`src/hw/nasti_pkg.sv`:
```
// --------------------------------------------------------------------------
// NASTI block RAM subsystem: shared widths, types, codes and FSM states
// --------------------------------------------------------------------------
package nasti_pkg;

   localparam int unsigned ADDR_W    = 16;
   localparam int unsigned DATA_W    = 64;
   localparam int unsigned STRB_W    = 8;
   localparam int unsigned ID_W      = 4;
   localparam int unsigned RAM_WORDS = 1024;
   localparam int unsigned IDX_W     = 10;

   typedef logic [ADDR_W-1:0] addr_t;
   typedef logic [DATA_W-1:0] data_t;
   typedef logic [STRB_W-1:0] strb_t;
   typedef logic [ID_W-1:0]   id_t;
   typedef logic [IDX_W-1:0]  idx_t;
   typedef logic [7:0]        len_t;   // beats minus one
   typedef logic [2:0]        size_t;
   typedef logic [1:0]        burst_t;
   typedef logic [1:0]        resp_t;

   localparam size_t  FULL_SIZE   = 3'd3;   // 8 bytes per beat
   localparam burst_t BURST_FIXED = 2'd0;
   localparam burst_t BURST_INCR  = 2'd1;
   localparam resp_t  RESP_OKAY   = 2'd0;
   localparam resp_t  RESP_SLVERR = 2'd2;

   typedef enum logic [1:0] {WR_IDLE, WR_DATA, WR_RESP} wr_state_e;
   typedef enum logic {RD_IDLE, RD_BURST} rd_state_e;

   // true when a burst breaks the size, type or range rule
   function automatic logic burst_err(addr_t addr, len_t len, size_t size, burst_t burst);
      logic [ADDR_W-3:0] last_word;
      last_word = {1'b0, addr[ADDR_W-1:3]};
      if (burst == BURST_INCR)
         last_word = last_word + (ADDR_W-2)'(len);   // final beat of the burst
      return (size != FULL_SIZE) || (burst != BURST_FIXED && burst != BURST_INCR) ||
             (last_word >= RAM_WORDS);
   endfunction

endpackage
```
`src/hw/nasti_if.sv`:
```


interface ram_port_if;
   logic             req;
   logic             we;
   nasti_pkg::idx_t  idx;
   nasti_pkg::data_t wrdata;
   nasti_pkg::strb_t strb;
   nasti_pkg::data_t rddata;   // valid the cycle after a read
   logic             grant;    // request taken on this edge
   modport client  (output req, we, idx, wrdata, strb, input rddata, grant);
   modport arbiter (input req, we, idx, wrdata, strb, output rddata, grant);
   modport memory  (input req, we, idx, wrdata, strb, output rddata, grant);
endinterface

```
`src/hw/ram_port_arbiter.sv`:
```
// --------------------------------------------------------------------------
// RAM port arbiter: one grant per cycle, alternating between write and read
// --------------------------------------------------------------------------
`timescale 1ns/1ps

module ram_port_arbiter (
   input logic          clk,
   input logic          arst_n,
   ram_port_if.arbiter  wr,
   ram_port_if.arbiter  rd,
   ram_port_if.client   mem
);

   logic last_wr_q;   // write side won the last grant
   logic wr_win;
   logic rd_win;

   // write wins unless both ask and it won last time
   assign wr_win = wr.req && (!rd.req || !last_wr_q);
   assign rd_win = rd.req && !wr_win;

   assign wr.grant = wr_win && mem.grant;
   assign rd.grant = rd_win && mem.grant;

   assign mem.req    = wr.req || rd.req;
   assign mem.we     = wr_win ? wr.we     : rd.we;
   assign mem.idx    = wr_win ? wr.idx    : rd.idx;
   assign mem.wrdata = wr_win ? wr.wrdata : rd.wrdata;
   assign mem.strb   = wr_win ? wr.strb   : rd.strb;

   assign rd.rddata = mem.rddata;
   assign wr.rddata = mem.rddata;

   always_ff @(posedge clk or negedge arst_n) begin
      if (!arst_n)
         last_wr_q <= 1'b0;
      else if (mem.req && mem.grant)
         last_wr_q <= wr_win;
   end

endmodule

```
`src/flat_wrapper.sv`:
```
// flat-port wrapper written by rule: the top's interface ports become plain ports
module ram_port_arbiter_flat 
  (clk, arst_n, wr_req, wr_we, wr_idx, wr_wrdata, wr_strb, wr_rddata, wr_grant, rd_req, rd_we, rd_idx, rd_wrdata, rd_strb, rd_rddata, rd_grant, mem_req, mem_we, mem_idx, mem_wrdata, mem_strb, mem_rddata, mem_grant);
  ram_port_if wr_i ();
  ram_port_if rd_i ();
  ram_port_if mem_i ();
  input logic clk;
  input logic arst_n;
  input wire logic [$bits(wr_i.req)-1:0] wr_req;
  input wire logic [$bits(wr_i.we)-1:0] wr_we;
  input wire logic [$bits(wr_i.idx)-1:0] wr_idx;
  input wire logic [$bits(wr_i.wrdata)-1:0] wr_wrdata;
  input wire logic [$bits(wr_i.strb)-1:0] wr_strb;
  output wire logic [$bits(wr_i.rddata)-1:0] wr_rddata;
  output wire logic [$bits(wr_i.grant)-1:0] wr_grant;
  input wire logic [$bits(rd_i.req)-1:0] rd_req;
  input wire logic [$bits(rd_i.we)-1:0] rd_we;
  input wire logic [$bits(rd_i.idx)-1:0] rd_idx;
  input wire logic [$bits(rd_i.wrdata)-1:0] rd_wrdata;
  input wire logic [$bits(rd_i.strb)-1:0] rd_strb;
  output wire logic [$bits(rd_i.rddata)-1:0] rd_rddata;
  output wire logic [$bits(rd_i.grant)-1:0] rd_grant;
  output wire logic [$bits(mem_i.req)-1:0] mem_req;
  output wire logic [$bits(mem_i.we)-1:0] mem_we;
  output wire logic [$bits(mem_i.idx)-1:0] mem_idx;
  output wire logic [$bits(mem_i.wrdata)-1:0] mem_wrdata;
  output wire logic [$bits(mem_i.strb)-1:0] mem_strb;
  input wire logic [$bits(mem_i.rddata)-1:0] mem_rddata;
  input wire logic [$bits(mem_i.grant)-1:0] mem_grant;
  assign wr_i.req = wr_req;
  assign wr_i.we = wr_we;
  assign wr_i.idx = wr_idx;
  assign wr_i.wrdata = wr_wrdata;
  assign wr_i.strb = wr_strb;
  assign wr_rddata = wr_i.rddata;
  assign wr_grant = wr_i.grant;
  assign rd_i.req = rd_req;
  assign rd_i.we = rd_we;
  assign rd_i.idx = rd_idx;
  assign rd_i.wrdata = rd_wrdata;
  assign rd_i.strb = rd_strb;
  assign rd_rddata = rd_i.rddata;
  assign rd_grant = rd_i.grant;
  assign mem_req = mem_i.req;
  assign mem_we = mem_i.we;
  assign mem_idx = mem_i.idx;
  assign mem_wrdata = mem_i.wrdata;
  assign mem_strb = mem_i.strb;
  assign mem_i.rddata = mem_rddata;
  assign mem_i.grant = mem_grant;
  ram_port_arbiter u_core (.clk(clk), .arst_n(arst_n), .wr(wr_i), .rd(rd_i), .mem(mem_i));
endmodule
```
`config.mk`:
```
export PLATFORM = sky130hd
export DESIGN_NAME = ram_port_arbiter_flat
export DESIGN_NICKNAME = d
export VERILOG_FILES = /design/src/hw/nasti_pkg.sv /design/src/hw/nasti_if.sv /design/src/hw/ram_port_arbiter.sv /design/src/flat_wrapper.sv
export SDC_FILE = /design/constraint.sdc
export NUM_CORES = 1
export LEC_CHECK = 0
export BUFFER_PORTS_ARGS = -buffer_cell sky130_fd_sc_hd__buf_2
export CAP_MARGIN = 30
export CORE_AREA = 2 2 173 175
export CTS_BUF_LIST = sky130_fd_sc_hd__clkbuf_8
export CTS_CLUSTER_DIAMETER = 30
export DETAILED_ROUTE_END_ITERATION = 7
export DIE_AREA = 0 0 175 177
export PLACE_DENSITY = 0.32
export REMOVE_ABC_BUFFERS = 1
export SYNTH_ARGS = -nofsm -noshare
export SYNTH_HDL_FRONTEND = slang
export SYNTH_SLANG_ARGS = --single-unit
```
`constraint.sdc`:
```
create_clock -name clk -period 4.25 [get_ports clk]
set_input_delay 0.85 -clock clk [delete_from_list [all_inputs] [get_ports clk]]
set_output_delay 0.85 -clock clk [all_outputs]
set_load 0.05 [all_outputs]
```
==> impl_metrics.env <==
export IMPL_status="completed"
export IMPL_cpMaxStageDelayCell="a21boi_4"
export IMPL_synth_yosys_warnings=0
export IMPL_fin_crit_sh_pct=77.4
export IMPL_endpoint="mem_idx[9]"
export IMPL_multi_input_area_sq_um=1250
export IMPL_clkTransAtPathRegs_ps=0
export IMPL_reg2reg_from="u_core.last_wr_q"
export IMPL_fp_row_count=63
export IMPL_cp_max_fo=29
export IMPL_drt_first_pass_iters=4
export IMPL_io_buffers=256
export IMPL_postCtsSetupBuffers=0
export IMPL_die_area_sq_um=31000
export IMPL_via_per_inst=3.03
export IMPL_ys_ff_latch=1
export IMPL_yosysSeqAreaShare_pct=1.04
export IMPL_cp_common_cell="buf_2"
export IMPL_syn2layout_area_growth_pct=30.8
export IMPL_die_x_um=175
export IMPL_maxSlewHeadroom_pct=58.6
export IMPL_p_per_area_nw_per_um2=214
export IMPL_nFillCells=3432
export IMPL_startpoint="rd_req"
export IMPL_layout_nets=594
export IMPL_dr_first_iter_drc_count=100
export IMPL_grt_pass1_wl_um=24700
export IMPL_worst_hold_path_type="reg -> reg"
export IMPL_final_setup_worst_slack_ps=960
export IMPL_post_place_ws_ps=884
export IMPL_slew_violations=0
export IMPL_regArea_sq_um=25.0
export IMPL_wire_per_inst_um=28.0
export IMPL_hold_buffers=0
export IMPL_report_final_setup_viol=0
export IMPL_largest_register_ffs=1
export IMPL_syn_inst=230
export IMPL_fin_util_pct=10.8
export IMPL_fin_worst_skew_ps=0
export IMPL_reg_top3="u_core.last_wr_q x1"
export IMPL_dp_hpwl_um=19600
export IMPL_wl_um=21100
export IMPL_gr_usage_all_layers_pct=12.6
export IMPL_ff2ff_setup_slack_ps=3450
export IMPL_vias=2283
export IMPL_netlist_area_sq_um=2410
export IMPL_drtAntennaViolNets=0
export IMPL_maxCapViolCount=0
export IMPL_die_h_um=177
export IMPL_cts_resized=0
export IMPL_place_congestion=0.817
export IMPL_path_cells="buf_2, a21boi_4, buf_12, mux2_2, buf_2"
export IMPL_crit_arrival_ps=2440
export IMPL_cp_slowest_stage_delay_ps=520
export IMPL_hold_start="u_core.last_wr_q"
export IMPL_largest_register="u_core.last_wr_q"
export IMPL_worstSkewPairLatency_ps=0
export IMPL_finalHoldViolCount=0
export IMPL_grt_pass1_vias=2096
export IMPL_reg2regPathDepth=2
export IMPL_cp_start_kind="input pin"
export IMPL_end_kind="primary output"
export IMPL_period_minus_slack_ps=3290
export IMPL_required_ps=3400
export IMPL_overflow=0
export IMPL_r2r_end="u_core.last_wr_q"
export IMPL_p_leak_nw=1.69
export IMPL_fmax_mhz=304
export IMPL_io_pins=449
export IMPL_drt_drc_violations_left=0
export IMPL_path_class="in -> out"
export IMPL_drive_above_1_share_pct=97.8
export IMPL_grt_max_degree=32
export IMPL_ys_types=11
export IMPL_syn_area_per_cell_sq_um=10.5
export IMPL_coreArea_sq_um=29200
export IMPL_tightest_slew_ps=619
export IMPL_rsz0062_at_grt="false"
export IMPL_ir_worst_vdd_mv=0.0688
export IMPL_start_util_pct=8.24
export IMPL_antenna_found_initial=14
[kinds of logic (layout without fill, tap and decap cells)]
group	count (synthesis)	count (layout)	synth area share, %
mux	83	83	49.7
compound gates	4	4	1.40
buf+inv	138	265	47.0
flops	1	1	1.04
other cells	0	6	0
simple gates	4	4	0.832
[placed cells by master, fill, tap and decap left out, drive strengths merged]
| cell | instances |
|---|---|
| dfrtp | 1 |
| a21oi | 3 |
| inv | 1 |
| and3 | 1 |
| nand2 | 2 |
| or2 | 1 |
| a21boi | 1 |
| buf | 264 |
| mux2 | 83 |
| diode | 6 |
[report_power, final]
group / leakage [nW] / internal [mW] / switching (mW) / total, mW
clock network: 0.0000380 / 0.000000189 / 0 / 0.000000189
registers: 0.0112 / 0.0115 / 0.00289 / 0.0144
logic: 1.68 / 0.246 / 0.415 / 0.661
total: 1.69 / 0.258 / 0.417 / 0.675
[Yosys cell counts, drive strengths merged]
cell / n / area share [%]
buf: 137 / 47
mux2: 83 / 50
a21oi: 3 / 0.62
nand2: 2 / 0.31
a21boi: 1 / 0.78
and3: 1 / 0.26
dfrtp: 1 / 1.0
inv: 1 / 0.16
or2: 1 / 0.26
[routing by layer]
metal | wire [um] | vias up | GRT usage, % | part of all wire, %
li1 | - | 908 | - | -
met1 | 6630 | 931 | 11.6 | 31
met2 | 8150 | 412 | 17.6 | 39
met3 | 5990 | 16 | 16.3 | 28
met4 | 28 | 16 | 0.104 | 0.13
met5 | 279 | - | 5.29 | 1.3
[layout make-up]
type                            count  area share (%)
Timing Repair Buffer              264            43.4
Multi-Input combinational cell     91            39.7
Tap cell                          390            15.5
Sequential cell                     1           0.795
Antenna cell                        6           0.477
Inverter                            1           0.119
[metrics by stage]
stage	cells	setup TNS, ps	total power [mW]	hold slack (ps)	instance area [sq um]
after floorplan	93	-13140	0.514	554	1280
after global placement	747	0	0.682	617	3130
after detailed placement	747	0	0.682	616	3130
after CTS	747	0	0.684	617	3130
after global routing	749	0	0.705	639	3140
final	753	0	0.675	623	3150
[worst min-delay path by stage]
stage | end | slack (ps) | cells after the start
after floorplan | u_core.last_wr_q | 550 | 0
after global placement | u_core.last_wr_q | 620 | 2
after detailed placement | u_core.last_wr_q | 620 | 2
after CTS | u_core.last_wr_q | 620 | 2
after global routing | u_core.last_wr_q | 640 | 1
final | u_core.last_wr_q | 620 | 2
[worst max-delay path, delay by kind of cell]
kind | cells | cell delay, ps
buffers and inverters | 3 | 650
AO/OA/AOI/OAI | 1 | 520
multiplexers | 1 | 380
Power figures use the tool's default switching activity.
