## src/hw/nasti_pkg.sv

```systemverilog
// --------------------------------------------------------------------------
// NASTI block RAM subsystem: shared widths, types, codes and FSM states
// --------------------------------------------------------------------------
package nasti_pkg;

   localparam int unsigned ADDR_W    = 16;
   localparam int unsigned DATA_W    = 64;
   localparam int unsigned STRB_W    = 8;
   localparam int unsigned ID_W      = 4;
   localparam int unsigned RAM_WORDS = 1024;
   localparam int unsigned IDX_W     = 10;

   typedef logic [ADDR_W-1:0] addr_t;
   typedef logic [DATA_W-1:0] data_t;
   typedef logic [STRB_W-1:0] strb_t;
   typedef logic [ID_W-1:0]   id_t;
   typedef logic [IDX_W-1:0]  idx_t;
   typedef logic [7:0]        len_t;   // beats minus one
   typedef logic [2:0]        size_t;
   typedef logic [1:0]        burst_t;
   typedef logic [1:0]        resp_t;

   localparam size_t  FULL_SIZE   = 3'd3;   // 8 bytes per beat
   localparam burst_t BURST_FIXED = 2'd0;
   localparam burst_t BURST_INCR  = 2'd1;
   localparam resp_t  RESP_OKAY   = 2'd0;
   localparam resp_t  RESP_SLVERR = 2'd2;

   typedef enum logic [1:0] {WR_IDLE, WR_DATA, WR_RESP} wr_state_e;
   typedef enum logic {RD_IDLE, RD_BURST} rd_state_e;

   // true when a burst breaks the size, type or range rule
   function automatic logic burst_err(addr_t addr, len_t len, size_t size, burst_t burst);
      logic [ADDR_W-3:0] last_word;
      last_word = {1'b0, addr[ADDR_W-1:3]};
      if (burst == BURST_INCR)
         last_word = last_word + (ADDR_W-2)'(len);   // final beat of the burst
      return (size != FULL_SIZE) || (burst != BURST_FIXED && burst != BURST_INCR) ||
             (last_word >= RAM_WORDS);
   endfunction

endpackage
```

## src/hw/nasti_if.sv

```systemverilog
// --------------------------------------------------------------------------
// NASTI channel interfaces and the internal single-port RAM interface
// --------------------------------------------------------------------------
`timescale 1ns/1ps

interface nasti_addr_if;
   nasti_pkg::id_t    id;
   nasti_pkg::addr_t  addr;
   nasti_pkg::len_t   len;
   nasti_pkg::size_t  size;
   nasti_pkg::burst_t burst;
   logic              valid;
   logic              ready;
   modport master (output id, addr, len, size, burst, valid, input ready);
   modport slave  (input id, addr, len, size, burst, valid, output ready);
endinterface


interface nasti_r_if;
   nasti_pkg::id_t   id;
   nasti_pkg::data_t data;
   nasti_pkg::resp_t resp;
   logic             last;
   logic             valid;
   logic             ready;
   modport master (output id, data, resp, last, valid, input ready);
   modport slave  (input id, data, resp, last, valid, output ready);
endinterface

interface ram_port_if;
   logic             req;
   logic             we;
   nasti_pkg::idx_t  idx;
   nasti_pkg::data_t wrdata;
   nasti_pkg::strb_t strb;
   nasti_pkg::data_t rddata;   // valid the cycle after a read
   logic             grant;    // request taken on this edge
   modport client  (output req, we, idx, wrdata, strb, input rddata, grant);
   modport arbiter (input req, we, idx, wrdata, strb, output rddata, grant);
   modport memory  (input req, we, idx, wrdata, strb, output rddata, grant);
endinterface

```

## src/hw/nasti_read_engine.sv

```systemverilog
// --------------------------------------------------------------------------
// NASTI read engine: takes AR, reads RAM per beat, returns R via 2-entry FIFO
// --------------------------------------------------------------------------
`timescale 1ns/1ps

module nasti_read_engine (
   input logic                clk,
   input logic                arst_n,
   nasti_addr_if.slave        ar,
   nasti_r_if.master          r,
   ram_port_if.client         ram
);

   nasti_pkg::rd_state_e state_q, state_d;
   logic                 ar_rdy_q;
   logic                 err_q;
   logic                 fixed_q;
   nasti_pkg::id_t       id_q;
   nasti_pkg::idx_t      idx_q;
   logic [8:0]           left_q;   // beats still to issue
   logic                 pend_q;   // beat in the RAM
   logic                 pend_last_q;
   logic [1:0]           cnt_q;
   logic                 wr_ptr_q;
   logic                 rd_ptr_q;
   nasti_pkg::data_t     buf_data_q [2];
   nasti_pkg::resp_t     buf_resp_q [2];
   nasti_pkg::id_t       buf_id_q   [2];
   logic                 buf_last_q [2];
   logic [2:0]           used;
   logic                 issue_ok;
   logic                 issue;
   logic                 pop;
   logic                 ar_hs;

   assign ar.ready = ar_rdy_q;
   assign ar_hs    = ar.valid && ar.ready;

   assign r.valid = (cnt_q != 2'd0);
   assign r.data  = buf_data_q[rd_ptr_q];
   assign r.resp  = buf_resp_q[rd_ptr_q];
   assign r.id    = buf_id_q[rd_ptr_q];
   assign r.last  = buf_last_q[rd_ptr_q];
   assign pop     = r.valid && r.ready;

   // slots taken once this cycle's pop and the pending push settle
   assign used     = {1'b0, cnt_q} + {2'b0, pend_q} - {2'b0, pop};
   assign issue_ok = (state_q == nasti_pkg::RD_BURST) && (left_q != '0) && (used < 3'd2);
   assign issue    = issue_ok && (err_q || ram.grant);

   assign ram.req    = issue_ok && !err_q;
   assign ram.we     = 1'b0;
   assign ram.idx    = idx_q;
   assign ram.wrdata = '0;
   assign ram.strb   = '0;

   always_comb begin
      state_d = state_q;
      case (state_q)
         nasti_pkg::RD_IDLE:  if (ar_hs) state_d = nasti_pkg::RD_BURST;
         nasti_pkg::RD_BURST: if (pop && r.last) state_d = nasti_pkg::RD_IDLE;
         default: state_d = nasti_pkg::RD_IDLE;
      endcase
   end

   always_ff @(posedge clk or negedge arst_n) begin
      if (!arst_n) begin
         state_q     <= nasti_pkg::RD_IDLE;
         ar_rdy_q    <= 1'b0;
         err_q       <= 1'b0;
         left_q      <= '0;
         pend_q      <= 1'b0;
         pend_last_q <= 1'b0;
         cnt_q       <= 2'd0;
         wr_ptr_q    <= 1'b0;
         rd_ptr_q    <= 1'b0;
      end else begin
         state_q     <= state_d;
         ar_rdy_q    <= (state_d == nasti_pkg::RD_IDLE);
         pend_q      <= issue;
         pend_last_q <= issue && (left_q == 9'd1);
         cnt_q       <= cnt_q + {1'b0, pend_q} - {1'b0, pop};
         if (pend_q)
            wr_ptr_q <= !wr_ptr_q;
         if (pop)
            rd_ptr_q <= !rd_ptr_q;
         if (ar_hs) begin
            err_q  <= nasti_pkg::burst_err(ar.addr, ar.len, ar.size, ar.burst);
            left_q <= {1'b0, ar.len} + 9'd1;
         end else if (issue) begin
            left_q <= left_q - 9'd1;
         end
      end
   end

   always_ff @(posedge clk) begin
      if (ar_hs) begin
         id_q    <= ar.id;
         idx_q   <= ar.addr[3 +: nasti_pkg::IDX_W];
         fixed_q <= (ar.burst == nasti_pkg::BURST_FIXED);
      end else if (issue && !fixed_q) begin
         idx_q <= idx_q + 1'b1;
      end
      if (pend_q) begin
         buf_data_q[wr_ptr_q] <= err_q ? '0 : ram.rddata;   // error beats read as zero
         buf_resp_q[wr_ptr_q] <= err_q ? nasti_pkg::RESP_SLVERR : nasti_pkg::RESP_OKAY;
         buf_id_q[wr_ptr_q]   <= id_q;
         buf_last_q[wr_ptr_q] <= pend_last_q;
      end
   end

endmodule

```

## src/flat_wrapper.sv

```systemverilog
// flat-port wrapper written by rule: the top's interface ports become plain ports
module nasti_read_engine_flat 
  (clk, arst_n, ar_id, ar_addr, ar_len, ar_size, ar_burst, ar_valid, ar_ready, r_id, r_data, r_resp, r_last, r_valid, r_ready, ram_req, ram_we, ram_idx, ram_wrdata, ram_strb, ram_rddata, ram_grant);
  nasti_addr_if ar_i ();
  nasti_r_if r_i ();
  ram_port_if ram_i ();
  input logic clk;
  input logic arst_n;
  input wire logic [$bits(ar_i.id)-1:0] ar_id;
  input wire logic [$bits(ar_i.addr)-1:0] ar_addr;
  input wire logic [$bits(ar_i.len)-1:0] ar_len;
  input wire logic [$bits(ar_i.size)-1:0] ar_size;
  input wire logic [$bits(ar_i.burst)-1:0] ar_burst;
  input wire logic [$bits(ar_i.valid)-1:0] ar_valid;
  output wire logic [$bits(ar_i.ready)-1:0] ar_ready;
  output wire logic [$bits(r_i.id)-1:0] r_id;
  output wire logic [$bits(r_i.data)-1:0] r_data;
  output wire logic [$bits(r_i.resp)-1:0] r_resp;
  output wire logic [$bits(r_i.last)-1:0] r_last;
  output wire logic [$bits(r_i.valid)-1:0] r_valid;
  input wire logic [$bits(r_i.ready)-1:0] r_ready;
  output wire logic [$bits(ram_i.req)-1:0] ram_req;
  output wire logic [$bits(ram_i.we)-1:0] ram_we;
  output wire logic [$bits(ram_i.idx)-1:0] ram_idx;
  output wire logic [$bits(ram_i.wrdata)-1:0] ram_wrdata;
  output wire logic [$bits(ram_i.strb)-1:0] ram_strb;
  input wire logic [$bits(ram_i.rddata)-1:0] ram_rddata;
  input wire logic [$bits(ram_i.grant)-1:0] ram_grant;
  assign ar_i.id = ar_id;
  assign ar_i.addr = ar_addr;
  assign ar_i.len = ar_len;
  assign ar_i.size = ar_size;
  assign ar_i.burst = ar_burst;
  assign ar_i.valid = ar_valid;
  assign ar_ready = ar_i.ready;
  assign r_id = r_i.id;
  assign r_data = r_i.data;
  assign r_resp = r_i.resp;
  assign r_last = r_i.last;
  assign r_valid = r_i.valid;
  assign r_i.ready = r_ready;
  assign ram_req = ram_i.req;
  assign ram_we = ram_i.we;
  assign ram_idx = ram_i.idx;
  assign ram_wrdata = ram_i.wrdata;
  assign ram_strb = ram_i.strb;
  assign ram_i.rddata = ram_rddata;
  assign ram_i.grant = ram_grant;
  nasti_read_engine u_core (.clk(clk), .arst_n(arst_n), .ar(ar_i), .r(r_i), .ram(ram_i));
endmodule
```

## config.mk

```make
export PLATFORM = sky130hd
export DESIGN_NAME = nasti_read_engine_flat
export DESIGN_NICKNAME = d
export VERILOG_FILES = /design/src/hw/nasti_pkg.sv /design/src/hw/nasti_if.sv /design/src/hw/nasti_read_engine.sv /design/src/flat_wrapper.sv
export SDC_FILE = /design/constraint.sdc
export NUM_CORES = 1
export LEC_CHECK = 0
export BUFFER_PORTS_ARGS = -buffer_cell sky130_fd_sc_hd__buf_2
export CAP_MARGIN = 20
export CORE_ASPECT_RATIO = 1.75
export CORE_MARGIN = 8
export CORE_UTILIZATION = 45
export CTS_BUF_LIST = sky130_fd_sc_hd__clkbuf_8
export CTS_CLUSTER_SIZE = 16
export DETAILED_ROUTE_END_ITERATION = 12
export PLACE_DENSITY_LB_ADDON = 0.2
export SYNTH_ARGS = -nofsm -noshare
export SYNTH_HDL_FRONTEND = slang
export SYNTH_SLANG_ARGS = --single-unit
```

## constraint.sdc

```tcl
create_clock -name clk -period 5.2 [get_ports clk]
set_input_delay 0.52 -clock clk [delete_from_list [all_inputs] [get_ports clk]]
set_output_delay 0.52 -clock clk [all_outputs]
set_load 0.05 [all_outputs]
```

==> metrics <==
antenna violations before repair 2; Max Fclk 249 MHz; worst path required time 4.68 ns; CTS root buf clkbuf_8; most frequent cells after synthesis edfxtp_1 (155), buf_4 (74), mux2_2 (72); Clock Path Buffers 2; relative slew slack 33.7%; final setup fails 0; Yosys warning count 0; max-slew violations 0; most used cell, CP ha_1; MaxCap Viol Count 0; Starting Density 45.3%; HP Start ar_id[0]; status complete, no violations; CP Launch Type register; unrepaired setup endpoints after global routing false; count leader, synth edfxtp_1; DR iter-0 viols 194; Worst Setup Path Type register to primary output; WHS Path Cells 1; DRT Pass-1 Iters 5; Synth Instances 563; die height 193 um; sequential area share after synthesis 63.2%; post-synthesis cell area 8070 sq um; Top FF cell, synth edfxtp_1; CTS sink count 173; Static Leak 3.70 nW; Worst Setup SP u_core.cnt_q[1]$_DFF_PN0_; vias per inst 4.80; Layout area overhead 16.0%; first-pass GRT wire length 27000 um; area share of the largest cell type after synthesis 57.6%; largest stage delay on the critical path 0.54 ns; critical path cell sequence or2_2, and2_1, ha_1, inv_1, ha_1, fa_1, nand2b_2, a2111oi_0, buf_2; clock latency on the worst-skew pair 0.44 ns; vias in the first global route 5323; number of synthesized flops with an enable pin 155; Synth Register Bits 173; H-Tree Depth 4; Reg clk slew, reported paths 0.09 ns; worst r2r path cells 11; TritonCTS buffer count 17; fin worst setup slack 1.18 ns; pre-CTS WS 1.72 ns; share of post-route cells with drive strength above 1 39.2%; final WL 17900 um; dpl hpwl 12900 um; row count 65; Worst Path Max Fanout 3; HP Class input pin to register; Final Hold Viols 0; largest net degree at the start of global routing 71; Worst EP arrival 3.50 ns; actual slew at the worst max-slew pin 0.995 ns; ANT nets after route 0; kind of end point of the critical path primary output; power density cells 539 nW/um^2; post-CTS sizing 0; Synth cell types 44; Slowest-stage cell, CP a2111oi_0; PortBufs 181; GR Overflow Total 0; cell taking the most area after synthesis edfxtp_1; routed len/inst 17.9 um; min cycle time layout 4.02 ns; final net count 867; Max rail drop VDD 0.000357 V; via count 4781; total track usage 15.9%; Die X 117 um; Core ar. 17800 sq um; die area 22700 sq um; Synth area leaders edfxtp_1 (58%), mux2_2 (10%), buf_4 (6.9%), dfrtp_1 (5.6%), nor2b_1 (5.0%); gpl congestion 0.880; R2R setup slack 1.84 ns; Avg Inst Size Synth 14.3 sq um; Remaining DRCs 0; IO Pins 259; setup TNS 0 ns; Reg2Reg Launch Point u_core.cnt_q[1]$_DFF_PN0_; CTS tree built; Max Clock Skew 0.0109 ns; Async S/R FF share, synth 10.4%; crit share post-route 77.4%
==> timing repair <==
action                                  in CTS  in global routing
endpoints found under the setup margin       0                  0
hold buffers                                 1                  0
hold endpoints to repair                    18                  0
setup buffers                                0                  0
==> registers in the layout (all words and copies together), names as in the netlist, 2 cells and up <==
register           count
u_core.buf_data_q    128
u_core.ram.idx        10
u_core.left_q          9
u_core.buf_id_q        8
u_core.id_q            4
u_core.buf_last_q      2
u_core.buf_resp_q      2
u_core.cnt_q           2
==> final timing paths <==
path / endpoint
worst max-delay path: ram_req
worst min-delay path: u_core.id_q[0]$_DFFE_PP_
worst max register to register: u_core.ram.idx[7]$_DFFE_PP_
worst min register to register: u_core.buf_last_q[1]$_DFFE_PP_
max in group asynchronous: u_core.rd_ptr_q$_DFFE_PN0P_
min in group asynchronous: u_core.cnt_q[1]$_DFF_PN0_
==> routing by layer <==
| metal | part of all wire (%) | track usage (%) |
|---|---|---|
| met3 | 6.4 | 4.65 |
| met2 | 56 | 29.2 |
| met4 | 2.4 | 7.53 |
| met1 | 35 | 15.8 |
| met5 | 0.15 | 0 |
==> power breakdown <==
group          total (mW)  internal, mW  leakage, nW  switching (mW)
Clock               0.929         0.465        0.197           0.463
Sequential           1.98          1.78         1.66           0.204
Combinational        2.13         0.612         1.84            1.52
Total                5.04          2.85         3.70            2.19
==> worst max-delay path: cells and delay by family (launching register included) <==
family	cells	cell delay, ns
AO/OA/AOI/OAI	1	0.54
buffers and inverters	2	0.41
adder cells (fa/ha/maj)	3	0.94
flip-flops	1	0.43
AND/OR/NAND/NOR	3	0.74
==> cell type report <==
type	count	area (sq um)
diodes	1	2.50
clock buffers	17	234
clock inverters	14	154
fillers	1539	8450
inverters	9	33.8
multi-input cells	362	2590
flip-flops and latches	173	5110
well taps	234	293
repair buffers	186	946
==> kinds of logic after synthesis <==
group,count (synthesis),share of synthesized area [%]
fa+ha+maj,16,2.67
simple gates,142,10.7
other cells,1,0.0464
compound gates,34,2.42
buf+inv,101,8.18
xor+xnor,21,2.37
flops,173,63.2
mux,75,10.4
==> placed cells by master (no fill, tap or decap), types with 3 or more instances in the layout <==
master        n
clkbuf_8     17
edfxtp_1    155
xnor2_1       5
clkinv_1      3
a21oi_1       9
conb_1       74
xor2_1       15
ha_1         14
nand4_1       6
bufinv_16     3
buf_4         4
o21ai_0      14
dfrtp_1      16
buf_2       181
mux2_2       72
nor2_1       13
o21ai_1       3
and3_1        4
nand3_1      13
inv_1        11
nor2b_1      65
nand2_1      21
mux2i_1       3
clkinvlp_4    3
==> per-stage QoR <==
stage	hold WS [ns]	area, sq um	total power, mW	utilization [%]	instances
after floorplan	0.224	8350	3.70	-	636
after global placement	0.425	8960	4.13	50.3	963
after detailed placement	0.433	8960	4.16	50.3	963
after CTS	0.203	9360	5.10	52.6	995
after global routing	0.200	9360	5.28	52.6	995
final	0.251	9360	5.04	52.6	996
No activity file was read; power rests on OpenSTA's default activity.
