$ cat src/hw/nasti_pkg.sv
// --------------------------------------------------------------------------
// NASTI block RAM subsystem: shared widths, types, codes and FSM states
// --------------------------------------------------------------------------
package nasti_pkg;

   localparam int unsigned ADDR_W    = 16;
   localparam int unsigned DATA_W    = 64;
   localparam int unsigned STRB_W    = 8;
   localparam int unsigned ID_W      = 4;
   localparam int unsigned RAM_WORDS = 1024;
   localparam int unsigned IDX_W     = 10;

   typedef logic [ADDR_W-1:0] addr_t;
   typedef logic [DATA_W-1:0] data_t;
   typedef logic [STRB_W-1:0] strb_t;
   typedef logic [ID_W-1:0]   id_t;
   typedef logic [IDX_W-1:0]  idx_t;
   typedef logic [7:0]        len_t;   // beats minus one
   typedef logic [2:0]        size_t;
   typedef logic [1:0]        burst_t;
   typedef logic [1:0]        resp_t;

   localparam size_t  FULL_SIZE   = 3'd3;   // 8 bytes per beat
   localparam burst_t BURST_FIXED = 2'd0;
   localparam burst_t BURST_INCR  = 2'd1;
   localparam resp_t  RESP_OKAY   = 2'd0;
   localparam resp_t  RESP_SLVERR = 2'd2;

   typedef enum logic [1:0] {WR_IDLE, WR_DATA, WR_RESP} wr_state_e;
   typedef enum logic {RD_IDLE, RD_BURST} rd_state_e;

   // true when a burst breaks the size, type or range rule
   function automatic logic burst_err(addr_t addr, len_t len, size_t size, burst_t burst);
      logic [ADDR_W-3:0] last_word;
      last_word = {1'b0, addr[ADDR_W-1:3]};
      if (burst == BURST_INCR)
         last_word = last_word + (ADDR_W-2)'(len);   // final beat of the burst
      return (size != FULL_SIZE) || (burst != BURST_FIXED && burst != BURST_INCR) ||
             (last_word >= RAM_WORDS);
   endfunction

endpackage
$ cat src/hw/nasti_if.sv
// --------------------------------------------------------------------------
// NASTI channel interfaces and the internal single-port RAM interface
// --------------------------------------------------------------------------
`timescale 1ns/1ps

interface nasti_addr_if;
   nasti_pkg::id_t    id;
   nasti_pkg::addr_t  addr;
   nasti_pkg::len_t   len;
   nasti_pkg::size_t  size;
   nasti_pkg::burst_t burst;
   logic              valid;
   logic              ready;
   modport master (output id, addr, len, size, burst, valid, input ready);
   modport slave  (input id, addr, len, size, burst, valid, output ready);
endinterface

interface nasti_w_if;
   nasti_pkg::data_t data;
   nasti_pkg::strb_t strb;
   logic             last;
   logic             valid;
   logic             ready;
   modport master (output data, strb, last, valid, input ready);
   modport slave  (input data, strb, last, valid, output ready);
endinterface

interface nasti_b_if;
   nasti_pkg::id_t   id;
   nasti_pkg::resp_t resp;
   logic             valid;
   logic             ready;
   modport master (output id, resp, valid, input ready);
   modport slave  (input id, resp, valid, output ready);
endinterface


interface ram_port_if;
   logic             req;
   logic             we;
   nasti_pkg::idx_t  idx;
   nasti_pkg::data_t wrdata;
   nasti_pkg::strb_t strb;
   nasti_pkg::data_t rddata;   // valid the cycle after a read
   logic             grant;    // request taken on this edge
   modport client  (output req, we, idx, wrdata, strb, input rddata, grant);
   modport arbiter (input req, we, idx, wrdata, strb, output rddata, grant);
   modport memory  (input req, we, idx, wrdata, strb, output rddata, grant);
endinterface

$ cat src/hw/nasti_write_engine.sv
// --------------------------------------------------------------------------
// NASTI write engine: takes AW and W, writes each beat to RAM, answers on B
// --------------------------------------------------------------------------
`timescale 1ns/1ps

module nasti_write_engine (
   input logic                clk,
   input logic                arst_n,
   nasti_addr_if.slave        aw,
   nasti_w_if.slave           w,
   nasti_b_if.master          b,
   ram_port_if.client         ram
);

   nasti_pkg::wr_state_e state_q, state_d;
   logic                 aw_rdy_q;
   logic                 err_q;
   logic                 fixed_q;
   nasti_pkg::id_t       id_q;
   nasti_pkg::idx_t      idx_q;
   nasti_pkg::len_t      left_q;   // beats after the current one
   logic                 aw_hs;
   logic                 w_hs;

   assign aw.ready = aw_rdy_q;
   assign aw_hs    = aw.valid && aw.ready;
   assign w.ready  = (state_q == nasti_pkg::WR_DATA) && (err_q || ram.grant);
   assign w_hs     = w.valid && w.ready;

   assign ram.req    = (state_q == nasti_pkg::WR_DATA) && w.valid && !err_q;
   assign ram.we     = 1'b1;
   assign ram.idx    = idx_q;
   assign ram.wrdata = w.data;
   assign ram.strb   = w.strb;

   assign b.valid = (state_q == nasti_pkg::WR_RESP);
   assign b.id    = id_q;
   assign b.resp  = err_q ? nasti_pkg::RESP_SLVERR : nasti_pkg::RESP_OKAY;

   always_comb begin
      state_d = state_q;
      case (state_q)
         nasti_pkg::WR_IDLE: if (aw_hs) state_d = nasti_pkg::WR_DATA;
         nasti_pkg::WR_DATA: if (w_hs && w.last) state_d = nasti_pkg::WR_RESP;
         nasti_pkg::WR_RESP: if (b.valid && b.ready) state_d = nasti_pkg::WR_IDLE;
         default: state_d = nasti_pkg::WR_IDLE;
      endcase
   end

   always_ff @(posedge clk or negedge arst_n) begin
      if (!arst_n) begin
         state_q  <= nasti_pkg::WR_IDLE;
         aw_rdy_q <= 1'b0;
         err_q    <= 1'b0;
      end else begin
         state_q  <= state_d;
         aw_rdy_q <= (state_d == nasti_pkg::WR_IDLE);
         if (aw_hs)
            err_q <= nasti_pkg::burst_err(aw.addr, aw.len, aw.size, aw.burst);
         else if (w_hs && (w.last != (left_q == '0)))
            err_q <= 1'b1;   // wlast disagrees with awlen
      end
   end

   always_ff @(posedge clk) begin
      if (aw_hs) begin
         id_q    <= aw.id;
         idx_q   <= aw.addr[3 +: nasti_pkg::IDX_W];
         left_q  <= aw.len;
         fixed_q <= (aw.burst == nasti_pkg::BURST_FIXED);
      end else if (w_hs) begin
         if (left_q != '0)
            left_q <= left_q - 1'b1;
         if (!fixed_q)
            idx_q <= idx_q + 1'b1;
      end
   end

endmodule

$ cat src/flat_wrapper.sv
// flat-port wrapper written by rule: the top's interface ports become plain ports
module nasti_write_engine_flat 
  (clk, arst_n, aw_id, aw_addr, aw_len, aw_size, aw_burst, aw_valid, aw_ready, w_data, w_strb, w_last, w_valid, w_ready, b_id, b_resp, b_valid, b_ready, ram_req, ram_we, ram_idx, ram_wrdata, ram_strb, ram_rddata, ram_grant);
  nasti_addr_if aw_i ();
  nasti_w_if w_i ();
  nasti_b_if b_i ();
  ram_port_if ram_i ();
  input logic clk;
  input logic arst_n;
  input wire logic [$bits(aw_i.id)-1:0] aw_id;
  input wire logic [$bits(aw_i.addr)-1:0] aw_addr;
  input wire logic [$bits(aw_i.len)-1:0] aw_len;
  input wire logic [$bits(aw_i.size)-1:0] aw_size;
  input wire logic [$bits(aw_i.burst)-1:0] aw_burst;
  input wire logic [$bits(aw_i.valid)-1:0] aw_valid;
  output wire logic [$bits(aw_i.ready)-1:0] aw_ready;
  input wire logic [$bits(w_i.data)-1:0] w_data;
  input wire logic [$bits(w_i.strb)-1:0] w_strb;
  input wire logic [$bits(w_i.last)-1:0] w_last;
  input wire logic [$bits(w_i.valid)-1:0] w_valid;
  output wire logic [$bits(w_i.ready)-1:0] w_ready;
  output wire logic [$bits(b_i.id)-1:0] b_id;
  output wire logic [$bits(b_i.resp)-1:0] b_resp;
  output wire logic [$bits(b_i.valid)-1:0] b_valid;
  input wire logic [$bits(b_i.ready)-1:0] b_ready;
  output wire logic [$bits(ram_i.req)-1:0] ram_req;
  output wire logic [$bits(ram_i.we)-1:0] ram_we;
  output wire logic [$bits(ram_i.idx)-1:0] ram_idx;
  output wire logic [$bits(ram_i.wrdata)-1:0] ram_wrdata;
  output wire logic [$bits(ram_i.strb)-1:0] ram_strb;
  input wire logic [$bits(ram_i.rddata)-1:0] ram_rddata;
  input wire logic [$bits(ram_i.grant)-1:0] ram_grant;
  assign aw_i.id = aw_id;
  assign aw_i.addr = aw_addr;
  assign aw_i.len = aw_len;
  assign aw_i.size = aw_size;
  assign aw_i.burst = aw_burst;
  assign aw_i.valid = aw_valid;
  assign aw_ready = aw_i.ready;
  assign w_i.data = w_data;
  assign w_i.strb = w_strb;
  assign w_i.last = w_last;
  assign w_i.valid = w_valid;
  assign w_ready = w_i.ready;
  assign b_id = b_i.id;
  assign b_resp = b_i.resp;
  assign b_valid = b_i.valid;
  assign b_i.ready = b_ready;
  assign ram_req = ram_i.req;
  assign ram_we = ram_i.we;
  assign ram_idx = ram_i.idx;
  assign ram_wrdata = ram_i.wrdata;
  assign ram_strb = ram_i.strb;
  assign ram_i.rddata = ram_rddata;
  assign ram_i.grant = ram_grant;
  nasti_write_engine u_core (.clk(clk), .arst_n(arst_n), .aw(aw_i), .w(w_i), .b(b_i), .ram(ram_i));
endmodule
$ cat config.mk
export PLATFORM = sky130hd
export DESIGN_NAME = nasti_write_engine_flat
export DESIGN_NICKNAME = d
export VERILOG_FILES = /design/src/hw/nasti_pkg.sv /design/src/hw/nasti_if.sv /design/src/hw/nasti_write_engine.sv /design/src/flat_wrapper.sv
export SDC_FILE = /design/constraint.sdc
export NUM_CORES = 1
export LEC_CHECK = 0
export BUFFER_PORTS_ARGS = -buffer_cell sky130_fd_sc_hd__buf_2
export CAP_MARGIN = 30
export CORE_AREA = 2 2 104 106
export CTS_CLUSTER_DIAMETER = 50
export DETAILED_ROUTE_END_ITERATION = 10
export DIE_AREA = 0 0 106 108
export SLEW_MARGIN = 5
export SYNTH_ARGS = -nofsm -noshare
export SYNTH_HDL_FRONTEND = slang
export SYNTH_SLANG_ARGS = --single-unit
$ cat constraint.sdc
create_clock -name clk -period 2.1 [get_ports clk]
set_input_delay 0.525 -clock clk [delete_from_list [all_inputs] [get_ports clk]]
set_output_delay 0.525 -clock clk [all_outputs]
set_load 0.02 [all_outputs]
==> flow_summary.rst, run 1 <==
.. list-table::
   :header-rows: 1

   * - Metric
     - Value
   * - Overall global routing resource usage
     - 8.73%
   * - Total number of clock tree sinks
     - 27
   * - Reg2Reg Capture Point
     - u_core.left_q[2]
   * - PnR worst setup slack
     - 76.2 ps
   * - Post-cts gate resize count
     - 0
   * - RSZ-0062 raised after global routing
     - false
   * - Clock latency on the worst-skew pair
     - 280 ps
   * - Fraction of power consumed by the clock network
     - 12.8%
   * - Global-route wire length before repair
     - 7690 microns
   * - Number of cell instances on the worst register-to-register path
     - 4
   * - Worst clock skew on the final layout
     - 4.52 ps
   * - Type of destination of the critical path
     - register
   * - Number of flops mapped to enable cells by yosys
     - 23
   * - Ratio of total power to cell area
     - 1090 nW/um^2
   * - Vias in the first global route
     - 1488
   * - Synth warn
     - 0
   * - Share of async-settable or async-resettable flops after synthesis
     - 14.8%
   * - FP Rows
     - 37
   * - Clock root cell
     - clkbuf_8
   * - Share of total power in combinational logic
     - 41.9%
   * - Maximum clock insertion buffer count
     - 2
   * - Area of the core
     - 10200 sq um
   * - Critical path origin
     - aw_len[0]
   * - Leading post-synthesis cells by cell area
     - edfxtp_1 (31%), buf_4 (26%), ha_1 (6.3%)
   * - Die extent in y
     - 108 microns
   * - Power spent charging and discharging nets
     - 0.949 mW
   * - Post-DR wirelength/cell
     - 14.3 microns
   * - TritonCTS clock tree
     - built
   * - Layout Nets
     - 415
   * - MaxCap Viol Count
     - 0
   * - Die Wd
     - 106 microns
   * - Initial detailed-routing violation count
     - 54
   * - Number of iterations in the first detailed-routing pass
     - 4
   * - Cell taking the most area after synthesis
     - edfxtp_1
   * - Status
     - complete, no violations
   * - Number of antenna violations at the first check in global routing
     - 1
   * - Worst slack after detailed placement
     - -243 ps
   * - Crit Reg-Reg Startpoint
     - u_core.left_q[4]
   * - Post-CTS setup buffer count
     - 0
   * - Routability cong.
     - 0.845
   * - Port Buf Inserts
     - 55
   * - Top-level port count
     - 269
   * - Synth unique cells
     - 36
   * - Maximum number of pins on one net before global-route repair
     - 35
   * - Type of the worst setup path
     - in2reg
   * - Total vias in the final route
     - 1481
   * - Share of post-route cells with drive strength above 1
     - 31.0%
   * - CTS hold repair buffers
     - 0
   * - Time the worst path needs with I/O delays and setup
     - 2020 ps
   * - Critical path data arrival time
     - 2220 ps
   * - Worst EP required
     - 2300 ps
   * - Total negative slack
     - 0 ps
   * - Maximum fanout along the worst path
     - 2
   * - Share of the core filled with cells in the final layout
     - 21.4%
   * - Max IR drop VDD
     - 0.285 mV
   * - Seq pwr share
     - 45.4%
   * - Number of levels the H-tree was split into
     - 1
   * - Final antenna-violating net count
     - 0
   * - Total of flip-flops plus latches after synthesis
     - 27
   * - Total non-filler cell area in the finished layout
     - 2190 sq um
   * - Detailed-placement wirelength estimate
     - 4290 microns
   * - Antenna diode count
     - 0
   * - Average cell area after synthesis
     - 9.27 sq um
   * - Switching fraction of total power
     - 39.9%
   * - Portion of the post-synthesis area used by sequential elements
     - 36.0%
   * - Startpoint type of the worst setup path
     - input pin
   * - Reported leakage power
     - 0.892 nW
   * - Wirelength, routed
     - 5170 microns
   * - DRC Markers
     - 0
   * - Cell count after synthesis
     - 237
   * - Post-CTS clock slew at the launch and capture registers of the worst setup and hold paths
     - 90 ps
   * - Total grt overflow
     - 0
   * - Dpl cell area
     - 2140 sq um
   * - Via count normalized by instance count
     - 4.09
   * - Capture point of the critical path
     - u_core.err_q
   * - Main synth FF type
     - edfxtp_1
   * - Reg-to-reg setup timing slack
     - 440 ps
   * - Ratio of final minimum period to clock period
     - 96.4%
   * - Cts bufs inserted
     - 3
   * - Die outline area
     - 11400 sq um
   * - Class of the worst hold path
     - in2async
   * - Setup Viol. Count Final
     - 0
   * - Net count after synthesis
     - 425
   * - Power, Total
     - 2.38 mW
   * - Final Slew Violations
     - 0
   * - Syn-to-layout area delta
     - -0.399%
   * - Initial cell density of the core
     - 21.5%
   * - Total standard cell area after synthesis
     - 2200 sq um
   * - Final hold vios
     - 0
   * - Post-synth top area share
     - 31.5%
   * - Achievable frequency
     - 0.494 GHz
   * - Internal power summed over all cells
     - 1.43 mW
metal layers:
metal	global-route usage [%]	routed length [microns]	share of wire, %
met5	0	13	0.25
met4	4.51	187	3.6
met3	3.19	502	9.7
met2	13.4	2200	43
met1	10.8	2260	44
worst max-delay path: stages:
cell	delay, ps
buf_2	110
ha_1	220
fa_1	390
a211o_1	280
o2111ai_1	110
a221oi_2	100
mux2_1	310
a31oi_1	170
cells in the final DEF, fill, tap and decap left out, drive strengths merged, types with 2 or more instances in the layout:
| master | netlist | final |
|---|---|---|
| nand2b | 3 | 3 |
| a21oi | 6 | 6 |
| a31oi | 2 | 2 |
| o2111ai | 2 | 2 |
| buf | 76 | 64 |
| edfxtp | 23 | 23 |
| xor2 | 6 | 6 |
| nand3 | 6 | 6 |
| nor4 | 3 | 3 |
| xnor2 | 8 | 8 |
| clkbuf | 3 | 4 |
| a211oi | 2 | 2 |
| conb | 2 | 2 |
| dfrtp | 4 | 4 |
| nand2 | 24 | 24 |
| o21ai | 17 | 17 |
| and3 | 2 | 2 |
| ha | 11 | 11 |
| a211o | 2 | 2 |
| nor2 | 16 | 16 |
| inv | 6 | 6 |
area by class of cell:
type                       instances  area, sq um
inverter                           6         22.5
sequential                        27          791
clock buffer                       4         45.0
timing repair buffer              64          355
fill                            1123         8040
tap                              136          170
multi-input combinational        125          803
cell families after synthesis:
group | Yosys count | synth area share, %
mux | 1 | 0.513
fa+ha+maj | 12 | 7.18
compound gates | 34 | 9.74
flops | 27 | 36.0
simple gates | 62 | 13.2
other cells | 2 | 0.342
xor+xnor | 14 | 5.58
buf+inv | 85 | 27.4
metrics by stage:
stage | cells | hold slack (ps)
after floorplan | 237 | 229
after global placement | 358 | 334
after detailed placement | 358 | 334
after CTS | 362 | 27.3
after global routing | 362 | 32.7
final | 362 | 33.0
cells in the mapped netlist (all sizes together) (3+ instances only):
| master | number |
|---|---|
| a21oi | 6 |
| buf | 76 |
| clkbuf | 3 |
| dfrtp | 4 |
| edfxtp | 23 |
| ha | 11 |
| inv | 6 |
| nand2 | 24 |
| nand2b | 3 |
| nand3 | 6 |
| nor2 | 16 |
| nor4 | 3 |
| o21ai | 17 |
| xnor2 | 8 |
| xor2 | 6 |
power groups by stage:
stage / Sequential [mW] / Clock [mW] / Combinational, mW
floorplan: 1.18 / 0 / 0.731
global placement: 1.08 / 0 / 0.977
detailed placement: 1.09 / 0 / 1.00
CTS: 1.08 / 0.314 / 1.01
global route: 1.11 / 0.327 / 1.11
finish: 1.08 / 0.303 / 0.995
registers in the layout, summed over array words and instances (netlist names):
name and flops:
u_core.ram.idx 10, u_core.left_q 8, u_core.b.id 4, u_core.state_q 2, u_core.aw.ready 1, u_core.err_q 1, u_core.fixed_q 1
how the worst min path moves through the flow:
stage | startpoint | end | slack, ps | cells after the start
detailed placement | arst_n | u_core.aw.ready | 330 | 1
CTS | arst_n | u_core.aw.ready | 30 | 1
global placement | arst_n | u_core.aw.ready | 330 | 1
floorplan | arst_n | u_core.aw.ready | 230 | 0
global route | arst_n | u_core.state_q[1] | 30 | 1
finish | arst_n | u_core.aw.ready | 30 | 1
No activity file was read; power rests on OpenSTA's default activity.
==> run 2: changes to the inputs <==
Settings changed: CORE_AREA 2 2 104 106 to 2 2 105 107, DIE_AREA 0 0 106 108 to 0 0 107 109, GPL_TIMING_DRIVEN set to 0.
Clock period 2.1 ns to 2.42 ns, I/O delays scaled along.
==> flow_summary.rst, run 2 (synthesized netlist as in run 1, its figures left out) <==
.. list-table::
   :header-rows: 1

   * - Metric
     - Value
   * - Critical path data arrival time
     - 2270 ps (+50 ps)
   * - Total vias in the final route
     - 2044 (+38%)
   * - Detailed route wirelength on metal3
     - 827 microns (+65%)
   * - Worst slack after detailed placement
     - 64.9 ps (+308 ps)
   * - Maximum clock insertion buffer count
     - 2 (unchanged)
   * - Vias in the first global route
     - 1779 (+20%)
   * - Die outline area
     - 11700 sq um (+1.9%)
   * - Layout Nets
     - 558 (+34%)
   * - Type of destination of the critical path
     - register
   * - Total negative slack
     - 0 ps (unchanged)
   * - Reported leakage power
     - 1.50 nW (+68%)
   * - Detailed-route wire length on metal 1
     - 3250 microns (+44%)
   * - Startpoint type of the worst setup path
     - input pin
   * - Status
     - complete, no violations
   * - Most frequent cells in the layout
     - buf_2 (128), buf_4 (76), nand2_1 (24)
   * - Worst clock skew on the final layout
     - 4.57 ps (+0.0426 ps)
   * - Clock root cell
     - clkbuf_8
   * - Ordered list of cells on the worst path
     - buf_2 -> ha_1 -> fa_1 -> a211o_1 -> o2111ai_1 -> a221oi_2 -> mux2_1 -> a31oi_1
   * - Class of the worst hold path
     - in2async
   * - Maximum number of pins on one net before global-route repair
     - 15 (-57%)
   * - Share of the core filled with cells in the final layout
     - 28.9% (+7.6 points)
   * - Detailed-placement wirelength estimate
     - 6060 microns (+41%)
   * - Met2 wire length
     - 2890 microns (+31%)
   * - Maximum fanout along the worst path
     - 2 (unchanged)
   * - Worst EP required
     - 2620 ps (+320 ps)
   * - Post-DR wirelength/cell
     - 13.7 microns (-3.9%)
   * - MaxCap Viol Count
     - 0 (unchanged)
   * - Final antenna-violating net count
     - 0 (unchanged)
   * - Die extent in y
     - 109 microns (+0.93%)
   * - Via count normalized by instance count
     - 4.00 (-2.2%)
   * - Port Buf Inserts
     - 127 (+130%)
   * - TritonCTS clock tree
     - built
   * - FP Rows
     - 38 (+2.7%)
   * - Top-level port count
     - 269 (unchanged)
   * - Placed cell count
     - 505 (+41%)
   * - Number of levels the H-tree was split into
     - 1 (unchanged)
   * - Syn-to-layout area delta
     - 39.8%
   * - CTS hold repair buffers
     - 0 (unchanged)
   * - Highest Signal Layer
     - met4
   * - Area of the core
     - 10600 sq um (+3.6%)
   * - Slowest library cell on the worst path
     - fa_1
   * - Routability cong.
     - 0.830 (-1.9%)
   * - Number of iterations in the first detailed-routing pass
     - 4 (unchanged)
   * - Post-cts gate resize count
     - 0 (unchanged)
   * - Final hold vios
     - 0 (unchanged)
   * - Die Wd
     - 107 microns (+0.94%)
   * - Max IR drop VDD
     - 0.246 mV (-14%)
   * - PnR worst setup slack
     - 346 ps (+270 ps)
   * - Final Slew Violations
     - 0 (unchanged)
   * - Setup Viol. Count Final
     - 0 (unchanged)
   * - Cts bufs inserted
     - 3 (unchanged)
   * - Total grt overflow
     - 0 (unchanged)
   * - Initial cell density of the core
     - 20.7% (-0.75 points)
   * - Clock latency on the worst-skew pair
     - 270 ps (about the same)
   * - Post-CTS clock slew at the launch and capture registers of the worst setup and hold paths
     - 90 ps (about the same)
   * - Total number of clock tree sinks
     - 27 (unchanged)
   * - Share of post-route cells with drive strength above 1
     - 57.2% (+26 points)
   * - Ratio of final minimum period to clock period
     - 85.7%
   * - Post-CTS setup buffer count
     - 0 (unchanged)
   * - RSZ-0062 raised after global routing
     - false
   * - Final cell count without fillers
     - 511 (+41%)
   * - Number of antenna violations at the first check in global routing
     - 1 (unchanged)
   * - Power, Total
     - 2.28 mW (-4.2%)
   * - Wirelength, routed
     - 7010 microns (+36%)
   * - Achievable frequency
     - 0.482 GHz
   * - Time the worst path needs with I/O delays and setup
     - 2070 ps
   * - Global-route wire length before repair
     - 9620 microns (+25%)
   * - Commonest non-fill, non-tap cell in the layout
     - buf_2
   * - Flip-flop count of the largest register, all copies and words added
     - 10 (unchanged)
   * - Initial detailed-routing violation count
     - 72 (+33%)
   * - Overall global routing resource usage
     - 11.3% (+2.5 points)
   * - Worst stage delay on the critical path
     - 380 ps (about the same)
   * - DRC Markers
     - 0 (unchanged)
   * - Type of the worst setup path
     - in2reg
   * - Ratio of total power to cell area
     - 742 nW/um^2 (-32%)
-- run 2: worst paths after layout --
check	startpoint	to	slack (ps)	depth (start not counted)
max in group asynchronous	arst_n	u_core.err_q	2190	1
min in group clk	aw_id[1]	u_core.b.id[1]	510	1
worst max register to register	u_core.left_q[4]	u_core.left_q[4]	720	4
worst max-delay path	aw_len[0]	u_core.err_q	350	8
worst min register to register	u_core.state_q[1]	u_core.state_q[0]	520	1
worst min-delay path	arst_n	u_core.aw.ready	120	1
-- run 2: stage by stage --
step	area, sq um	hold WS [ps]
global placement	3010	413
CTS	3060	113
detailed placement	3020	414
floorplan	2200	309
finish	3070	116
global route	3060	107
-- run 2: worst max-delay path: cells and delay by family --
kind            cells  cell delay (ps)
compound gates      4              650
fa+ha+maj           2              600
mux                 1              320
buf+inv             1              110
-- run 2: where the power goes --
| part | total (mW) | internal (mW) | switching [mW] | leakage, nW |
|---|---|---|---|---|
| Clock | 0.259 | 0.118 | 0.141 | 0.0228 |
| Sequential | 0.939 | 0.777 | 0.162 | 0.266 |
| Combinational | 1.08 | 0.439 | 0.639 | 1.21 |
-- run 2: final cells by class --
type | count | area, sq um
Timing Repair Buffer | 128 | 643
Fill cell | 1121 | 7530
Antenna cell | 2 | 5.00
Clock buffer | 4 | 45.0
Tap cell | 140 | 175
Multi-Input combinational cell | 125 | 808
Buffer | 79 | 579
Sequential cell | 27 | 791
Inverter | 6 | 22.5
-- run 2: routing by layer --
layer | vias up | global-route usage [%]
met5 | - | 0
met4 | 0 | 2.50
met3 | 2 | 3.47
met2 | 135 | 16.7
met1 | 909 | 16.1
li1 | 998 | -
==> run 3: changes to the inputs <==
Settings changed: PLACE_DENSITY_LB_ADDON set to 0.12.
==> flow_summary.rst, run 3 (synthesized netlist as in run 1, its figures left out) <==
.. list-table::
   :header-rows: 1

   * - Metric
     - Value
   * - Share of post-route cells with drive strength above 1
     - 57.2% (unchanged)
   * - Total grt overflow
     - 0 (unchanged)
   * - Worst stage delay on the critical path
     - 370 ps (about the same)
   * - Routability cong.
     - 0.722 (-13%)
   * - Most frequent cells in the layout
     - buf_2 (128), buf_4 (76), nand2_1 (24)
   * - Area of the core
     - 10600 sq um (unchanged)
   * - Top-level port count
     - 269 (unchanged)
   * - Type of destination of the critical path
     - register
   * - Worst EP required
     - 2620 ps (about the same)
   * - Flip-flop count of the largest register, all copies and words added
     - 10 (unchanged)
   * - Ordered list of cells on the worst path
     - buf_2 -> ha_1 -> fa_1 -> a211o_1 -> o2111ai_1 -> a221oi_2 -> mux2_1 -> a31oi_1
   * - Worst clock skew on the final layout
     - 4.65 ps (+0.0797 ps)
   * - Initial detailed-routing violation count
     - 52 (-28%)
   * - Worst hold-check slack
     - 117 ps (+1.39 ps)
   * - Post-DR wirelength/cell
     - 12.7 microns (-7.5%)
   * - Final antenna-violating net count
     - 0 (unchanged)
   * - Status
     - complete, no violations
   * - Class of the worst hold path
     - in2async
   * - Family with the most delay on the worst path
     - compound AO/OA/AOI/OAI gates
   * - Switching fraction of total power
     - 41.2% (-0.23 points)
   * - Ratio of total power to cell area
     - 739 nW/um^2 (-0.32%)
   * - Reported leakage power
     - 1.50 nW (about the same)
   * - Fraction of power consumed by the clock network
     - 11.7% (+0.3 points)
   * - MaxCap Viol Count
     - 0 (unchanged)
   * - Critical path data arrival time
     - 2270 ps (about the same)
   * - Clock root cell
     - clkbuf_8
   * - Syn-to-layout area delta
     - 39.5%
   * - Achievable frequency
     - 0.483 GHz (+0.20%)
   * - Port Buf Inserts
     - 127 (unchanged)
   * - Maximum number of pins on one net before global-route repair
     - 15 (unchanged)
   * - Maximum clock insertion buffer count
     - 2 (unchanged)
   * - Startpoint type of the worst setup path
     - input pin
   * - Number of antenna violations at the first check in global routing
     - 0 (-1)
   * - Final hold vios
     - 0 (unchanged)
   * - TritonCTS clock tree
     - built
   * - Setup Viol. Count Final
     - 0 (unchanged)
   * - Placed cell count
     - 505 (unchanged)
   * - Post-CTS setup buffer count
     - 0 (unchanged)
   * - Clock latency on the worst-skew pair
     - 270 ps (about the same)
   * - Slowest library cell on the worst path
     - fa_1
   * - Die extent in y
     - 109 microns (unchanged)
   * - Initial cell density of the core
     - 20.7% (unchanged)
   * - Total vias in the final route
     - 2012 (-1.6%)
   * - Ratio of final minimum period to clock period
     - 85.5% (-0.17 points)
   * - Via count normalized by instance count
     - 3.95 (-1.2%)
   * - Die Wd
     - 107 microns (unchanged)
   * - Maximum fanout along the worst path
     - 2 (unchanged)
   * - Post-CTS clock slew at the launch and capture registers of the worst setup and hold paths
     - 100 ps (about the same)
   * - Vias in the first global route
     - 1839 (+3.4%)
   * - Antenna diode count
     - 0 (-2)
   * - Commonest non-fill, non-tap cell in the layout
     - buf_2
   * - Share of total power in combinational logic
     - 47.1% (-0.3 points)
   * - Time the worst path needs with I/O delays and setup
     - 2070 ps (-4.14 ps)
   * - Die outline area
     - 11700 sq um (unchanged)
   * - Overall global routing resource usage
     - 10.6% (-0.71 points)
   * - Type of the worst setup path
     - in2reg
   * - FP Rows
     - 38 (unchanged)
   * - Reg-to-reg setup timing slack
     - 730 ps (about the same)
   * - Max IR drop VDD
     - 0.166 mV (-33%)
   * - RSZ-0062 raised after global routing
     - false
   * - Total number of clock tree sinks
     - 27 (unchanged)
   * - Cts bufs inserted
     - 3 (unchanged)
   * - Count of buffering cells on the critical path with inverters included
     - 1 (unchanged)
   * - Post-cts gate resize count
     - 0 (unchanged)
   * - DRC Markers
     - 0 (unchanged)
   * - Wirelength, routed
     - 6460 microns (-7.9%)
   * - Internal power summed over all cells
     - 1.33 mW (about the same)
   * - Global-route wire length before repair
     - 9560 microns (-0.64%)
   * - Layout Nets
     - 558 (unchanged)
   * - Number of levels the H-tree was split into
     - 1 (unchanged)
   * - Number of iterations in the first detailed-routing pass
     - 4 (unchanged)
   * - Seq pwr share
     - 41.2% (about the same)
   * - Power spent charging and discharging nets
     - 0.933 mW (-1.0%)
   * - Final Slew Violations
     - 0 (unchanged)
   * - Final cell count without fillers
     - 509 (-0.39%)
   * - CTS hold repair buffers
     - 0 (unchanged)
   * - Detailed-placement wirelength estimate
     - 5590 microns (-7.7%)
==> run 3: power groups by stage <==
stage,Clock (mW),Combinational [mW],Sequential (mW)
floorplan,0,0.634,1.02
global placement,0,1.07,0.945
detailed placement,0,1.09,0.944
CTS,0.289,1.10,0.934
global route,0.299,1.20,0.969
finish,0.266,1.07,0.933
==> run 3: worst register-to-register path: stages, from the launching register on <==
cell and delay [ps]:
edfxtp_1 460, nor4_1 380, nand3_1 200, nand2_1 100, nand2_1 230
==> run 3: final cells by class <==
cell class	instances	area, sq um
well taps	140	175
multi-input cells	125	808
inverters	6	22.5
clock buffers	4	45.0
flip-flops and latches	27	791
plain buffers	79	579
fillers	1181	7540
repair buffers	128	643
==> run 3: per-layer routing <==
| metal | track usage [%] | vias up | wire, microns | share of wire, % |
|---|---|---|---|---|
| li1 | - | 992 | - | - |
| met4 | 2.78 | 0 | 74 | 1.1 |
| met3 | 2.99 | 4 | 666 | 10 |
| met5 | 0 | - | 0 | 0 |
| met1 | 14.6 | 887 | 2930 | 45 |
| met2 | 16.2 | 129 | 2790 | 43 |
==> run 3: stage by stage <==
| stage | setup slack (ps) | power (mW) | TNS, ps | utilization (%) | area, sq um |
|---|---|---|---|---|---|
| final | 350 | 2.27 | 0 | 28.9 | 3060 |
| after CTS | 345 | 2.32 | 0 | 28.9 | 3060 |
| after global placement | -328 | 2.02 | -3270 | 28.4 | 3010 |
| after detailed placement | 47.4 | 2.03 | 0 | 28.5 | 3020 |
| after global routing | 232 | 2.47 | 0 | 28.9 | 3060 |
| after floorplan | 314 | 1.66 | 0 | - | 2200 |
==> run 3: worst paths after layout <==
path                                   start  cells past startpoint                 to
min                                   arst_n                      1       u_core.err_q
max reg2reg                 u_core.left_q[4]                      4   u_core.left_q[4]
min in group clk                    aw_id[2]                      1     u_core.b.id[2]
min reg2reg                u_core.state_q[1]                      1  u_core.state_q[0]
max in group asynchronous             arst_n                      1    u_core.aw.ready
max                                aw_len[0]                      8       u_core.err_q
